===== config.mk =====
export PLATFORM = sky130hd
export DESIGN_NAME = angle_reducer
export DESIGN_NICKNAME = d
export VERILOG_FILES = /design/src/logic/angle_reducer.sv
export VERILOG_INCLUDE_DIRS = /design/src /design/src/logic
export SDC_FILE = /design/constraint.sdc
export NUM_CORES = 1
export LEC_CHECK = 0
export ABC_CLOCK_PERIOD_IN_PS = 1000
export BUFFER_PORTS_ARGS = -buffer_cell sky130_fd_sc_hd__buf_2
export CORE_MARGIN = 2
export CORE_UTILIZATION = 49
export CTS_BUF_LIST = sky130_fd_sc_hd__clkbuf_8
export CTS_CLUSTER_DIAMETER = 120
export DETAILED_ROUTE_END_ITERATION = 8
export GPL_TIMING_DRIVEN = 0
export MAX_ROUTING_LAYER = met4
export PLACE_DENSITY = 0.9
export SLEW_MARGIN = 20
export SYNTH_ARGS = -nofsm -noshare
export SYNTH_HDL_FRONTEND = slang
export SYNTH_SLANG_ARGS = --single-unit

===== constraint.sdc =====
create_clock -name clk -period 1 [get_ports clk]
set_clock_uncertainty 0.2 [all_clocks]
set_input_delay 0.1 -clock clk [delete_from_list [all_inputs] [get_ports clk]]
set_output_delay 0.1 -clock clk [all_outputs]
set_load 0.05 [all_outputs]

===== src/logic/trig_params.svh =====
`ifndef TRIG_PARAMS_SVH
`define TRIG_PARAMS_SVH

// width of the degree input word.
`define TRIG_ANGLE_W 32

`define TRIG_FULL_TURN 360   // first angle that is rejected.
`define TRIG_RIGHT_ANGLE 90  // quadrant size and largest reference angle.

// holds a reference angle of 0 to 90.
`define TRIG_REF_W 7

`endif


===== src/logic/angle_reducer.sv =====
`timescale 1ns/1ps
`include "trig_params.svh"

module angle_reducer (
        input  logic                     clk,
        input  logic                     arst_n,
        input  logic                     start,
        input  logic [`TRIG_ANGLE_W-1:0] degrees,
        output logic [1:0]               quad,
        output logic [`TRIG_REF_W-1:0]   ref_angle,
        output logic                     in_range,
        output logic                     red_valid
);
        localparam logic [`TRIG_ANGLE_W-1:0] RIGHT = `TRIG_RIGHT_ANGLE;
        localparam logic [`TRIG_ANGLE_W-1:0] HALF  = 2 * `TRIG_RIGHT_ANGLE;
        localparam logic [`TRIG_ANGLE_W-1:0] THREE = 3 * `TRIG_RIGHT_ANGLE;
        localparam logic [`TRIG_ANGLE_W-1:0] FULL  = `TRIG_FULL_TURN;

        logic [1:0]               fold_quad;
        logic [`TRIG_ANGLE_W-1:0] fold_diff;
        logic                     fold_ok;

        always_comb
        begin
                fold_quad = 2'd0;
                fold_diff = '0;
                fold_ok   = 1'b1;
                if (degrees >= FULL)
                        fold_ok = 1'b0;            // out of range angles are not wrapped.
                else if (degrees >= THREE)
                begin
                        fold_quad = 2'd3;
                        fold_diff = FULL - degrees;
                end
                else if (degrees >= HALF)
                begin
                        fold_quad = 2'd2;
                        fold_diff = degrees - HALF;
                end
                else if (degrees >= RIGHT)
                begin
                        fold_quad = 2'd1;
                        fold_diff = HALF - degrees;   // 90 folds onto itself.
                end
                else
                        fold_diff = degrees;
        end

        always_ff @(posedge clk or negedge arst_n)
        begin
                if (!arst_n)
                begin
                        red_valid <= 1'b0;
                        quad      <= 2'd0;
                        ref_angle <= '0;
                        in_range  <= 1'b0;
                end
                else
                begin
                        red_valid <= start;
                        // the folded angle is only captured on a start.
                        if (start)
                        begin
                                quad      <= fold_quad;
                                ref_angle <= fold_diff[`TRIG_REF_W-1:0];
                                in_range  <= fold_ok;
                        end
                end
        end

endmodule


==> impl_metrics.csv, run 1 <==
group,metric,value,unit
run_status,outcome,"aborted with a tool error",
run_status,last-stage-reached,"5_1_grt",
run_status,run.stop_error,"[ERROR DPL-0038] Utilization greater than 100%, impossible to legalize",
floorplan,die_height,50.56,um
yosys,ys_seq_elements,11,
place,postPlaceCellArea,1443,um^2
place,placed_cells,183,
clock_network,numClockSinks,11,
clock_network,clock_tree.buffer_depth,2,
floorplan,initial_utilization,0.5306,
clock_network,root_buffer,"sky130_fd_sc_hd__clkbuf_8",
place,dpl.hpwl,2389,um
yosys,synth-adder-area-share,0.07067,
yosys,netlist_area,1062,um^2
yosys,synth.yosys.seq_area_share,0.2591,
yosys,synthesis.nets,156,
yosys,synthesized_instance_count,115,
yosys,synth_top_area_cell,"sky130_fd_sc_hd__dfrtp_1",
yosys,synth_top_family_by_area,"compound AO/OA/AOI/OAI gates",
global_routing,grt_start_max_net_pins,12,
place,gp_routability_congestion,0.9235,
yosys,synthesis.area_per_instance,9.237,um^2
yosys,yosys_warnings,0,
place,io_buffer_count,41,
floorplan,die_width,50.56,um
yosys,yosys.cell_count.top_type,"sky130_fd_sc_hd__dfrtp_1",
timing,grt_repair_worst_endpoint,"ref_angle[2]$_DFFE_PN0P_/D",
yosys,synth-compound-area-share,0.3133,
clock_network,cts-buffers-inserted,3,
yosys,synth_top_cells_by_area,"sky130_fd_sc_hd__dfrtp_1 (26%), sky130_fd_sc_hd__ha_1 (7.1%), sky130_fd_sc_hd__nor4_4 (6.0%), sky130_fd_sc_hd__a22o_1 (5.8%), sky130_fd_sc_hd__a21oi_1 (3.3%)",
clock_network,cts.htree.levels,1,
timing,worst-ep-kind,"sequential cell input",
yosys,synth_cell_type_count,48,
yosys,synth.cells.most_frequent,"sky130_fd_sc_hd__dfrtp_1 (11), sky130_fd_sc_hd__a21oi_1 (7), sky130_fd_sc_hd__a22o_1 (7), sky130_fd_sc_hd__ha_1 (6), sky130_fd_sc_hd__inv_1 (6)",
yosys,synthArstFlopShare,1.000,
yosys,post_synth_and_or_nand_nor_area_fraction,0.2627,
yosys,synth_enable_flop_cells,0,
yosys,synth-main-ff-cell,"sky130_fd_sc_hd__dfrtp_1",
yosys,post_synth_xor_area_fraction,0.02473,
yosys,synth_mux_area_frac,0.009423,
place,detailedPlace.worstSlack,-1.256,ns
floorplan,core.rowCount,16,
yosys,yosysTopAreaCellShare,0.2591,
floorplan,ios,46,
==> per-stage QoR <==
step           hold slack (ns)  setup TNS (ns)
3_5_place_dp           -0.2260          -11.12
2_1_floorplan          -0.3956          -6.718
4_1_cts               -0.05851          -7.623
3_3_place_gp           -0.2345          -10.73
==> timing repair <==
| action | in CTS |
|---|---|
| buffers inserted | 24 |
| pin swaps | 14 |
| endpoints found under the hold margin | 13 |
| hold buffers | 2 |
| gates resized for setup | 42 |
| endpoints found under the setup margin | 21 |
==> cell families after synthesis <==
logic type	after synthesis
adder cells (fa/ha/maj)	6
AO/OA/AOI/OAI	43
buffers and inverters	14
XOR/XNOR	3
multiplexers	1
flip-flops	11
AND/OR/NAND/NOR	37
==> inputs of run 2 (changes only) <==
- CORE_AREA: not set -> 2 2 63 65
- CORE_MARGIN: 2 -> not set
- CORE_UTILIZATION: 49 -> not set
- CTS_BUF_LIST: sky130_fd_sc_hd__clkbuf_8 -> not set
- CTS_CLUSTER_DIAMETER: 120 -> not set
- DIE_AREA: not set -> 0 0 65 67
- MAX_ROUTING_LAYER: met4 -> not set
- PLACE_DENSITY: 0.9 -> not set
- PLACE_DENSITY_LB_ADDON: not set -> 0.15
==> impl_metrics.csv, run 2 <==
group,metric,value,unit
clock_network,numClockSinks,11,
clock_network,cts.reportedPaths.clkPinSlew,0.05,ns
finish,regMostFlops,"ref_angle",
global_routing,global_route.overflow_total,0,
worst_setup_path,worstSetupStartpointType,"primary input",
worst_setup_path,critPathSlowestCell,"sky130_fd_sc_hd__or3_4",
yosys,synthesis.area_per_instance,9.237,um^2
floorplan,initial_utilization,0.2946,
yosys,synthesized_instance_count,115,
timing,hold_violations,1,
worst_setup_path,crit_path_max_fanout,5,
routing,avgRoutedWirePerCell,15.46,um
power_and_ir_drop,share_seq_of_total_power,0.319,
hold_path,worst_hold_path.endpoint,"ref_angle[0]",
worst_setup_path,critical-path-top-delay-family,"simple AND/OR/NAND/NOR gates",
floorplan,fp.dieArea,4355,um^2
finish,reg_top3,"ref_angle x7, quad x2",
worst_setup_path,critPathKind,"primary input to register",
global_routing,grt.total_usage,0.1649,
power_and_ir_drop,power_density,688.2,nW/um^2
yosys,yosys.cell_count.top_type,"sky130_fd_sc_hd__dfrtp_1",
hold_path,count_of_cells_along_the_worst_hold_path,2,
routing,via_per_inst,5.363,
global_routing,number_of_global_route_vias_before_repair,1284,
worst_setup_path,cp.buffers_inverters,2,
routing,drcViolationCount,0,
worst_setup_path,reg2regPathDepth,2,
power_and_ir_drop,internal_power,984.4,uW
floorplan,ios,46,
finish,antenna-diode-count,0,
yosys,synth_enable_flop_cells,0,
yosys,synth.cells.most_frequent,"sky130_fd_sc_hd__dfrtp_1 (11), sky130_fd_sc_hd__a21oi_1 (7), sky130_fd_sc_hd__a22o_1 (7), sky130_fd_sc_hd__ha_1 (6), sky130_fd_sc_hd__inv_1 (6)",
worst_setup_path,end_kind,"register",
worst_setup_path,crit_path_max_incr_delay,0.40,ns
timing,timing_max_transition_violations_final,0,
timing,min_period_over_period,1.853,
floorplan,core_region_area,3606,um^2
yosys,synth.yosys.seq_area_share,0.2591,
timing,final.hold.worst_slack,-0.01466,ns
yosys,yosys_warnings,0,
job,max_cap_violations,0,
power_and_ir_drop,power.leakage,0.0008979,uW
yosys,ys_seq_elements,11,
place,dpl.hpwl,2454,um
timing,totalNegativeSetupSlack,-7.635,ns
power_and_ir_drop,netSwitchingFraction,0.3012,
timing,unrepaired_setup_endpoints_after_global_routing,"true",
clock_network,cts_tree,"done",
floorplan,die_height,67,um
routing,drt_first_pass_iters,4,
yosys,synthesis.nets,156,
timing,slew_headroom,0.7341,
run_status,violations,"negative hold slack, negative setup slack",
yosys,synth-main-ff-cell,"sky130_fd_sc_hd__dfrtp_1",
yosys,synth_cell_type_count,48,
yosys,synth_top_area_cell,"sky130_fd_sc_hd__dfrtp_1",
clock_network,cts.htree.levels,1,
yosys,synth_top_cells_by_area,"sky130_fd_sc_hd__dfrtp_1 (26%), sky130_fd_sc_hd__ha_1 (7.1%), sky130_fd_sc_hd__nor4_4 (6.0%), sky130_fd_sc_hd__a22o_1 (5.8%), sky130_fd_sc_hd__a21oi_1 (3.3%)",
floorplan,die_width,65,um
finish,post-route-cell-area,2047,um^2
finish,commonest_cells_after_routing_fill_and_taps_aside,"sky130_fd_sc_hd__buf_4 (29), sky130_fd_sc_hd__buf_2 (24), sky130_fd_sc_hd__buf_6 (19)",
routing,drt-initial-drc-count,42,
hold_path,worstHoldStart,"degrees[0]",
worst_setup_path,critical_path_required,0.92,ns
worst_setup_path,reg2reg_slack,-0.06,ns
routing,route.antenna.remaining_nets,0,
floorplan,core.rowCount,22,
routing,route.vias.total,1287,
place,gp_routability_congestion,0.7919,
clock_network,cts-buffers-inserted,3,
power_and_ir_drop,pwr-share-comb,0.371,
yosys,synthArstFlopShare,1.000,
power_and_ir_drop,switching_power,424.3,uW
finish,drive_gt1_frac,0.6198,
clock_network,root_buffer,"sky130_fd_sc_hd__clkbuf_8",
place,io_buffer_count,41,
timing,clock.fmax,539.6,MHz
global_routing,grt_pass1_wl,5692,um
finish,finalNetCount,234,
timing,report.final.setup_viol,21,
place,postPlaceCellArea,1469,um^2
global_routing,number_of_antenna_violations_at_the_first_check_in_global_routing,0,
power_and_ir_drop,p_clk_frac,0.310,
global_routing,grt_start_max_net_pins,12,
finish,layout.cells.most_common,"sky130_fd_sc_hd__buf_4",
power_and_ir_drop,vdd_ir_drop_max,0.0005541,V
timing,finalWorstPathRequiredPeriod,1.853,ns
finish,fillerInstances,294,
worst_setup_path,critical_path.reg2reg.endpoint,"ref_angle[5]",
worst_setup_path,worstPathCellList,"buf_2, nor4_4, a31oi_4, or3_4, buf_4, o31ai_4, xnor2_1, a22o_1",
yosys,yosysTopAreaCellShare,0.2591,
yosys,netlist_area,1062,um^2
routing,drt-total-wl,3711,um
timing,smallest_setup_slack_after_layout,-0.8531,ns
finish,flow.area_growth_from_synthesis,92.70,%
clock_network,clk_latency,0.23,ns
worst_setup_path,worstReg2RegStart,"ref_angle[5]",
clock_network,clock_tree.buffer_depth,2,
hold_path,holdCritPathClass,"primary input to register",
timing,tightestPinTransition,0.3970,ns
run_status,outcome,"finished with violations",
finish,largest_register_ff_count,7,
worst_setup_path,cp.arrival,1.77,ns
==> run 2: logic make-up (layout without fill, tap and decap cells) <==
kind of cell	Yosys count	in the layout	share of synthesized area
AOI/OAI and AO/OA	43	43	0.3133
buffers and inverters	14	91	0.06006
xor gates and xnor gates	3	3	0.02474
and+or+nand+nor	37	37	0.2627
DFF	11	11	0.2591
muxes	1	1	0.009423
adders and majority gates	6	6	0.07067
==> run 2: how the worst max path moves through the flow <==
stage / startpoint / cells past startpoint / slack [ns] / to
finish: degrees[4] / 8 / -0.85 / ref_angle[5]
global route: degrees[30] / 7 / -0.91 / ref_angle[2]
CTS: degrees[3] / 11 / -0.79 / ref_angle[6]
detailed placement: degrees[2] / 9 / -1.25 / ref_angle[4]
global placement: degrees[2] / 9 / -1.26 / ref_angle[4]
floorplan: degrees[7] / 7 / -0.84 / ref_angle[2]
==> run 2: metrics by stage <==
step | setup slack, ns | std cells | util | total power (uW)
3_5_place_dp | -1.254 | 204 | 0.4074 | 832.5
3_3_place_gp | -1.261 | 204 | 0.4074 | 825.5
4_1_cts | -0.7879 | 234 | 0.5239 | 1358
5_1_grt | -0.9101 | 240 | 0.5677 | 1475
6_report | -0.8531 | 240 | 0.5677 | 1409
2_1_floorplan | -0.8382 | 115 | - | 685.0
==> run 2: area by class of cell <==
cell class                 instances  area, um^2  share of cell area
multi-input combinational         90       960.9              0.4694
timing repair buffer              73       589.3              0.2879
sequential                        11       275.3              0.1345
buffer                             7       76.32             0.03729
tap                               48       60.06             0.02934
clock buffer                       4       45.04             0.02200
inverter                           7       40.04             0.01956
==> run 2: metal layers <==
| layer | track usage | routed length [um] | part of all wire |
|---|---|---|---|
| met4 | 0.02926 | 65 | 0.018 |
| met2 | 0.2938 | 1916 | 0.52 |
| met1 | 0.2033 | 1516 | 0.41 |
| met5 | 0 | 0 | 0 |
| met3 | 0.03885 | 213 | 0.057 |
==> run 2: power by group through the flow <==
stage / sequential, uW / combinational, uW / clock, uW
after floorplan: 463 / 221 / 0
after global placement: 456 / 370 / 0
after detailed placement: 456 / 377 / 0
after CTS: 449 / 469 / 440
after global routing: 449 / 561 / 466
final: 449 / 523 / 436
==> run 2: repair_timing <==
| item | in CTS | in global routing |
|---|---|---|
| endpoints found under the hold margin | 13 | 0 |
| setup endpoints to repair | 21 | 21 |
| pin swaps | 10 | 13 |
| resized for setup | 44 | 23 |
| hold buffers | 2 | 0 |
| setup buffers | 24 | 7 |
(Power assumes the default switching activity.)
