--- src/logic/trig_params.svh ---
`ifndef TRIG_PARAMS_SVH
`define TRIG_PARAMS_SVH

// width of the degree input word.
`define TRIG_ANGLE_W 32

`define TRIG_FULL_TURN 360   // first angle that is rejected.
`define TRIG_RIGHT_ANGLE 90  // quadrant size and largest reference angle.

// holds a reference angle of 0 to 90.
`define TRIG_REF_W 7

`endif

--- src/logic/trig_pkg.sv ---
package trig_pkg;

        // binary64 layout, sign in the top bit.
        typedef struct packed {
                logic        sign;
                logic [10:0] exponent;
                logic [51:0] mantissa;
        } ieee_double_s;

        // the same word either as raw bits or split into its fields.
        typedef union packed {
                logic [63:0]  raw;
                ieee_double_s fields;
        } ieee_double_u;

        typedef enum logic {
                func_cos = 1'b0,
                func_sec = 1'b1
        } trig_func_t;

endpackage

--- src/logic/trig_ctrl.sv ---
`timescale 1ns/1ps

module trig_ctrl (
        input  logic                   clk,
        input  logic                   arst_n,
        input  logic                   start,
        input  trig_pkg::trig_func_t   func,
        input  logic                   red_valid,
        input  logic                   in_range,
        input  trig_pkg::ieee_double_u sec_data,
        input  trig_pkg::ieee_double_u cos_data,
        output trig_pkg::ieee_double_u result,
        output logic                   done,
        output logic                   range_err
);
        import trig_pkg::*;

        trig_func_t   func_d1;
        trig_func_t   func_d2;
        logic         range_d;
        logic         valid_d;
        ieee_double_u picked;

        // func is captured with start and shifted once more, so that
        // func_d2 and range_d sit next to the table data.
        always_ff @(posedge clk or negedge arst_n)
        begin
                if (!arst_n)
                begin
                        func_d1 <= func_cos;
                        func_d2 <= func_cos;
                        range_d <= 1'b0;
                end
                else
                begin
                        if (start)
                                func_d1 <= func;
                        func_d2 <= func_d1;
                        range_d <= in_range;
                end
        end

        assign picked = (func_d2 == func_cos) ? cos_data : sec_data;

        always_ff @(posedge clk or negedge arst_n)
        begin
                if (!arst_n)
                begin
                        valid_d   <= 1'b0;
                        done      <= 1'b0;
                        range_err <= 1'b0;
                        result    <= '0;
                end
                else
                begin
                        valid_d   <= red_valid;         // tables load on this same edge.
                        done      <= valid_d;
                        range_err <= valid_d & ~range_d;
                        if (valid_d)
                                result.raw <= range_d ? picked.raw : 64'd0;
                end
        end

endmodule

--- config.mk ---
export PLATFORM = sky130hd
export DESIGN_NAME = trig_ctrl
export DESIGN_NICKNAME = d
export VERILOG_FILES = /design/src/logic/trig_params.svh /design/src/logic/trig_pkg.sv /design/src/logic/trig_ctrl.sv
export SDC_FILE = /design/constraint.sdc
export NUM_CORES = 1
export LEC_CHECK = 0
export ABC_CLOCK_PERIOD_IN_PS = 1000
export BUFFER_PORTS_ARGS = -buffer_cell sky130_fd_sc_hd__buf_2
export CORE_MARGIN = 5
export CORE_UTILIZATION = 39
export DETAILED_ROUTE_END_ITERATION = 8
export HOLD_SLACK_MARGIN = 0.12
export PLACE_DENSITY = 0.75
export SYNTH_ARGS = -nofsm -noshare
export SYNTH_HDL_FRONTEND = slang
export SYNTH_SLANG_ARGS = --single-unit
--- constraint.sdc ---
create_clock -name clk -period 1 [get_ports clk]
set_input_delay 0.05 -clock clk [delete_from_list [all_inputs] [get_ports clk]]
set_output_delay 0.05 -clock clk [all_outputs]
set_load 0.02 [all_outputs]
==> flow_metrics.tcl, run 1 <==
set metrics [dict create \
    synthesis.area_um2 3220 \
    yosysTopAreaCell "dfrtp_1" \
    post_cts_resized 2 \
    syn_nets 419 \
    synthTopCellsByArea "dfrtp_1 54%, mux2i_1 20%, o22ai_1 12%, inv_1 7.5%, buf_8 2.8%" \
    synth_top_family_by_area "multiplexers" \
    io_buffers 199 \
    fp-row-count 33 \
    fp.dieW_um 101 \
    postCtsHoldBufs 119 \
    post-dp-hpwl_um 6710 \
    synth-simple-area-share_pct 0.311 \
    yosysSeqAreaShare_pct 54.4 \
    start_util_pct 39.6 \
    cts_setup_buffers 0 \
    outcome "did not finish" \
    synth-xor-area-share_pct 0 \
    postSynthCellCount 285 \
    cts_made_buffers 9 \
    synthDistinctLibCells 11 \
    synth-seq-cells 70 \
    synth_compound_area_share_pct 12.4 \
    gp_congestion 0.782 \
    synth_fa_ha_area_share_pct 0 \
    h-tree-depth 3 \
    yosysTopAreaCellShare_pct 54.4 \
    synthMuxAreaShare_pct 20.2 \
    numClockSinks 70 \
    post-place-ws_ns -0.171 \
    postSynthAreaPerCell_um2 11.3 \
    clockBufferDepth 2 \
    io_pins 200 \
    ctsRootBufferMaster "clkbuf_8" \
    synth_warnings 0 \
    error "[ERROR RSZ-0060] Max buffer count reached." \
    die_y_um 101 \
    stop_stage "clock tree synthesis (4_1_cts)" \
]
## cells in the mapped netlist
cell,count
clkbuf_1,1
dfrtp_1,70
mux2i_1,64
buf_2,12
nand2_1,1
mux2_2,1
o22ai_1,64
buf_6,1
buf_8,6
inv_1,64
nor2b_1,1
## per-stage QoR
step,instances,area [um^2],hold WS (ns),utilization (%)
3_5_place_dp,578,4340,0.0495,53.4
3_3_place_gp,578,4340,0.0655,53.4
2_1_floorplan,285,3220,-0.246,-
## logic make-up after synthesis
kind of cell	Yosys count
AND/OR/NAND/NOR	2
flip-flops	70
buffers and inverters	84
multiplexers	65
AO/OA/AOI/OAI	64
==> inputs of run 2 (changes only) <==
Settings changed: ABC_CLOCK_PERIOD_IN_PS 1000 to 1300, CORE_UTILIZATION 39 to 25, HOLD_SLACK_MARGIN 0.12 to default, PLACE_DENSITY 0.75 to default, PLACE_DENSITY_LB_ADDON from default to 0.15.
Clock period 1 ns to 1.3 ns, I/O delays scaled along.
==> flow_metrics.tcl, run 2 <==
set metrics [dict create \
    place_inst 644 \
    yosysTopAreaCellShare_pct 54.4 \
    largest_register_ffs 64 \
    max-slew-margin-rel_pct 70.9 \
    p_leak_nw 2.61 \
    crit_buf_inv 1 \
    via_per_inst 4.18 \
    post-synth-top-count-cell "dfrtp_1" \
    io_buffers 199 \
    crit_family "flip-flops" \
    fin_ws_ns 0.135 \
    final_cell_area_um2 4760 \
    grt_pass1_wl_um 14000 \
    reg2regPathDepth 3 \
    synth-async-reset-ratio_pct 100 \
    yosysTopAreaCell "dfrtp_1" \
    synth_edf_count 0 \
    path_class "flop to flop" \
    ant_nets 0 \
    drt_first_pass_iters 4 \
    post_cts_resized 0 \
    synthDistinctLibCells 11 \
    synthesis.area_um2 3220 \
    hold_violations 0 \
    holdPathStages 3 \
    slowest_delay_ns 0.45 \
    die_y_um 123 \
    fin_crit_sh_pct 89.6 \
    antenna_found_initial 0 \
    post-place-ws_ns 0.127 \
    vias 2780 \
    wl_per_cell_um 13.7 \
    tightest_slew_ns 0.436 \
    fin_skew_ns 0.00656 \
    fp-row-count 41 \
    io_pins 200 \
    synth_warnings 0 \
    drc 0 \
    ys.flop_type "dfrtp_1" \
    finalSetupViolations 0 \
    antenna_cells 0 \
    die-area_um2 15200 \
    final_cells 665 \
    grt-ovfl-total 0 \
    layout.nets 622 \
    syn_nets 419 \
    core_area_um2 12600 \
    synth_commonest_cells "70 x dfrtp_1, 64 x inv_1, 64 x mux2i_1, 64 x o22ai_1, 12 x buf_2" \
    final_max_slew_viol_count 0 \
    synth-seq-cells 70 \
    path_cells "buf_12 > mux2i_1 > o22ai_1" \
    wl_um 9080 \
    cts_made_buffers 9 \
    start_util_pct 25.5 \
    hold_ws_ns 0.0138 \
    layout-drive-gt1-share_pct 46.0 \
    regMostFlops "result" \
    clk_latency_ns 0.32 \
    grt_util_all_layers_pct 11.6 \
    cp-start-kind "flop" \
    ir_drop_uv 586 \
    fin_setup_tns_ns 0 \
    grt_max_degree 71 \
    gp_congestion 0.693 \
    drt_iter0_markers 104 \
    h-tree-depth 3 \
    ctsRootBufferMaster "clkbuf_16" \
    synthTopCellsByArea "dfrtp_1 54%, mux2i_1 20%, o22ai_1 12%, inv_1 7.5%, buf_8 2.8%" \
    cp_max_fo 28 \
    dpl_cell_area_um2 4390 \
    numClockSinks 70 \
    post-dp-hpwl_um 6720 \
    maxCapViolCount 0 \
    grt_pass1_vias 2912 \
    cp_slowest_cell "dfrtp_4" \
    postSynthCellCount 285 \
    clockBufferDepth 2 \
    required_ns 1.48 \
    layout_common_cells "198 x buf_2, 68 x dfrtp_1, 64 x inv_1, 64 x mux2i_1, 64 x o22ai_1" \
    rsz0062_at_grt "no" \
    fmax_mhz 859 \
    cp-end-kind "flop" \
    powerDensity_nw_per_um2 1360 \
    arrival_ns 1.34 \
    yosysSeqAreaShare_pct 54.4 \
    area_growth_pct 47.8 \
    cts_setup_buffers 0 \
    cp.depth 3 \
    final_common_cell "buf_2" \
    hold_class "input pin to flop" \
    outcome "complete, no violations" \
    cts_tree "built" \
    period_needed_ns 1.16 \
    clkTransAtPathRegs_ns 0.06 \
    fp.dieW_um 123 \
    postSynthAreaPerCell_um2 11.3 \
]
==> run 2: worst paths after layout <==
path,from,endpoint,slack [ns]
worst max-delay path,func_d2,result[18],0.14
worst min-delay path,cos_data[54],result[54],0.01
worst max register to register,func_d2,result[18],0.14
worst min register to register,func_d1,func_d2,0.37
max in group asynchronous,arst_n,func_d2,0.68
min in group asynchronous,arst_n,result[49],0.30
==> run 2: power by group <==
part	switching [mW]	total, mW	internal [mW]
Combinational	0.765	1.36	0.592
Sequential	0.105	2.49	2.39
Clock	0.896	2.62	1.72
Total	1.77	6.47	4.70
==> run 2: area by class of cell <==
type,instances,area (um^2)
Sequential cell,70,1760
Timing Repair Buffer,212,1160
Clock buffer,10,239
Multi-Input combinational cell,131,1060
Fill cell,1330,7860
Clock inverter,6,85.1
Tap cell,172,215
Inverter,64,240
==> run 2: through the flow <==
step	util (%)	total power, mW
after floorplan	-	3.35
after global placement	34.8	3.89
after detailed placement	34.8	3.91
after CTS	37.7	6.59
after global routing	37.7	6.82
final	37.7	6.47
==> run 2: repair_timing <==
item                                   CTS  global route
setup endpoints to repair                0             0
hold buffers                             5             0
endpoints found under the hold margin   73             0
==> run 2: layer usage <==
metal	routed length [um]	vias up	track usage [%]
li1	-	1389	-
met1	3830	1278	14.2
met2	4440	106	19.5
met3	700	7	3.71
met4	104	0	3.53
met5	0	-	0
==> run 2: worst register-to-register path: cells and delay by family, from the launching register on <==
kind                   cells  cell delay, ns
AOI/OAI and AO/OA          1            0.10
buffers and inverters      1            0.22
DFF                        1            0.45
muxes                      1            0.27
==> run 2: kinds of logic (layout without fill, tap and decap cells) <==
| logic type | after synthesis | count (layout) | share of synthesized area [%] |
|---|---|---|---|
| buffers and inverters | 84 | 292 | 12.6 |
| flip-flops | 70 | 70 | 54.4 |
| multiplexers | 65 | 65 | 20.2 |
| AO/OA/AOI/OAI | 64 | 64 | 12.4 |
| AND/OR/NAND/NOR | 2 | 2 | 0.311 |
Note: power is estimated with default switching activity, not from simulation.
==> inputs of run 3 (changes only) <==
Settings changed: ABC_CLOCK_PERIOD_IN_PS 1300 to 1400, CORE_ASPECT_RATIO from default to 1.1, CORE_MARGIN 5 to default.
Clock period 1.3 ns to 1.4 ns, I/O delays scaled along.
==> flow_metrics.tcl, run 3 (synthesized netlist as in run 2, its figures left out) <==
set metrics [dict create \
    largest_register_ffs 64 \
    layout_common_cells "198 x buf_2, 68 x dfrtp_1, 64 x inv_1, 64 x mux2i_1, 64 x o22ai_1" \
    finalSetupViolations 0 \
    drt_first_pass_iters 4 \
    core_area_um2 12600 \
    grt_pass1_vias 2762 \
    via_per_inst 4.25 \
    max-slew-margin-rel_pct 73.7 \
    antenna_cells 0 \
    cp-startpoint "func" \
    numClockSinks 70 \
    power.share.sequential_pct 40.7 \
    cp_max_fo 1 \
    ctsRootBufferMaster "clkbuf_16" \
    place_inst 628 \
    p_leak_nw 2.67 \
    min-delay-start "sec_data[7]" \
    rsz0062_at_grt "no" \
    fin_skew_ns 0.00485 \
    p_comb_share_pct 22.8 \
    hold_class "input pin to flop" \
    layout-drive-gt1-share_pct 43.4 \
    post-dp-hpwl_um 5840 \
    final_cells 668 \
    area_growth_pct 51.9 \
    clockBufferDepth 2 \
    final_common_cell "buf_2" \
    grt_pass1_wl_um 13500 \
    regMostFlops "result" \
    fin_crit_sh_pct 93.1 \
    io_pins 200 \
    vias 2838 \
    internal-power_mw 4.09 \
    gp_congestion 0.654 \
    ir_drop_uv 511 \
    period_needed_ns 1.30 \
    wl_um 8630 \
    fin_setup_tns_ns 0 \
    die-area_um2 13300 \
    fp.dieW_um 110 \
    layout.nets 641 \
    path_class "input pin to flop" \
    p_switching_mw 1.61 \
    wl_per_cell_um 12.9 \
    post_cts_resized 0 \
    power.clock.fraction_pct 36.6 \
    drc 0 \
    maxCapViolCount 0 \
    clk_latency_ns 0.33 \
    fin_total_pwr_mw 5.70 \
    final_cell_area_um2 4890 \
    sw_frac_of_total_pct 28.2 \
    ant_nets 0 \
    h-tree-depth 3 \
    final_max_slew_viol_count 0 \
    required_ns 1.61 \
    cts_setup_buffers 0 \
    powerDensity_nw_per_um2 1170 \
    fp-row-count 43 \
    cp-start-kind "input pin" \
    grt_util_all_layers_pct 13.6 \
    start_util_pct 25.6 \
    drt_iter0_markers 49 \
    grt-ovfl-total 0 \
    dpl_cell_area_um2 4370 \
    clkTransAtPathRegs_ns 0.05 \
    fmax_mhz 767 \
    grt_max_degree 67 \
    cp-end-kind "flop" \
    die_y_um 121 \
    tightest_slew_ns 0.394 \
    cts_made_buffers 9 \
    outcome "complete, no violations" \
    r2r-start "func_d1" \
    hold_violations 0 \
    arrival_ns 1.52 \
    antenna_found_initial 0 \
    io_buffers 199 \
    cts_tree "built" \
]
## run 3: area by class of cell
type | instances | area (um^2)
repair buffers | 231 | 1360
well taps | 157 | 196
fillers | 1312 | 7700
inverters | 64 | 240
multi-input cells | 131 | 1060
flip-flops and latches | 70 | 1760
clock buffers | 14 | 264
clock inverters | 1 | 5.00
## run 3: what timing repair did
action / 4_1_cts / 5_1_grt
hold buffers: 25 / 0
hold endpoints to repair: 44 / 0
endpoints found under the setup margin: 0 / 0
## run 3: power by group through the flow
| stage | Combinational, mW | Clock [mW] | Sequential [mW] |
|---|---|---|---|
| after global routing | 1.42 | 2.27 | 2.34 |
| final | 1.30 | 2.08 | 2.32 |
| after CTS | 1.32 | 2.18 | 2.32 |
| after floorplan | 0.529 | 0 | 2.58 |
| after global placement | 1.25 | 0 | 2.35 |
| after detailed placement | 1.27 | 0 | 2.35 |
## run 3: worst paths after layout
path | end | slack (ns) | cells past startpoint
max | func_d1 | 0.1 | 4
min | result[7] | 0.02 | 3
max reg2reg | func_d1 | 0.11 | 2
min reg2reg | func_d2 | 0.38 | 0
max in group asynchronous | result[42] | 0.67 | 3
min in group asynchronous | result[13] | 0.20 | 2
## run 3: worst max-delay path: stages
cell	delay, ns
dlygate4sd3_1	0.54
buf_2	0.12
mux2_2	0.25
dlygate4sd3_1	0.55
## run 3: layer usage
metal	wire, um	global-route usage [%]	share of wire (%)
met3	706	4.03	8.2
met1	3590	16.4	42
met4	212	7.73	2.5
met5	0	0	0
met2	4120	21.4	48
## run 3: per-stage QoR
step	util (%)	hold WS (ns)	setup WS [ns]
global placement	34.7	0.0245	0.237
CTS	38.8	0.000109	0.113
finish	38.8	0.0181	0.0965
detailed placement	34.7	0.0305	0.204
floorplan	-	-0.226	0.377
global route	38.8	0.0126	0.0631
==> inputs of run 4 (changes only) <==
Settings changed: CORE_UTILIZATION 25 to 46, HOLD_SLACK_MARGIN from default to 0.06.
==> flow_metrics.tcl, run 4 <==
set metrics [dict create \
    synthTopCellsByArea "dfrtp_1 54%, mux2i_1 20%, o22ai_1 12%, inv_1 7.5%, buf_8 2.8%" \
    ctsRootBufferMaster "clkbuf_8" \
    post-synth-top-count-cell "dfrtp_1" \
    yosysSeqAreaShare_pct 54.4 \
    fp-row-count 31 \
    yosysTopAreaCell "dfrtp_1" \
    die_y_um 89.7 \
    start_util_pct 48.3 \
    postSynthCellCount 285 \
    post-dp-hpwl_um 5430 \
    synthesis.area_um2 3220 \
    synth_top_family_by_area "multiplexers" \
    ys.flop_type "dfrtp_1" \
    outcome "did not finish" \
    stop_stage "clock tree synthesis (4_1_cts)" \
    synth-seq-cells 70 \
    synth_fa_ha_area_share_pct 0 \
    gp_congestion 0.766 \
    synth_warnings 0 \
    h-tree-depth 3 \
    cts_made_buffers 9 \
    fp.dieW_um 81.8 \
    syn_nets 419 \
    synth-xor-area-share_pct 0 \
    io_buffers 199 \
    synth-async-reset-ratio_pct 100 \
    clockBufferDepth 2 \
    synth_edf_count 0 \
    io_pins 200 \
    error "[ERROR RSZ-0060] Max buffer count reached." \
    post_cts_resized 0 \
    numClockSinks 70 \
    synth-simple-area-share_pct 0.311 \
    postCtsHoldBufs 115 \
    yosysTopAreaCellShare_pct 54.4 \
    synthDistinctLibCells 11 \
    synth_compound_area_share_pct 12.4 \
    synthMuxAreaShare_pct 20.2 \
    cts_setup_buffers 0 \
    synth_commonest_cells "70 x dfrtp_1, 64 x inv_1, 64 x mux2i_1, 64 x o22ai_1, 12 x buf_2" \
    postSynthAreaPerCell_um2 11.3 \
]
-- run 4: cell counts after synthesis --
Identical to the previous run, type by type.
-- run 4: per-stage QoR --
step | cells | utilization [%] | area [um^2] | hold slack (ns) | setup slack, ns
2_1_floorplan | 285 | - | 3220 | -0.226 | 0.377
3_3_place_gp | 554 | 64.2 | 4280 | 0.123 | 0.237
3_5_place_dp | 554 | 64.2 | 4280 | 0.123 | 0.195
-- run 4: kinds of logic after synthesis --
family          after synthesis
flops                        70
buf+inv                      84
compound gates               64
mux                          65
simple gates                  2
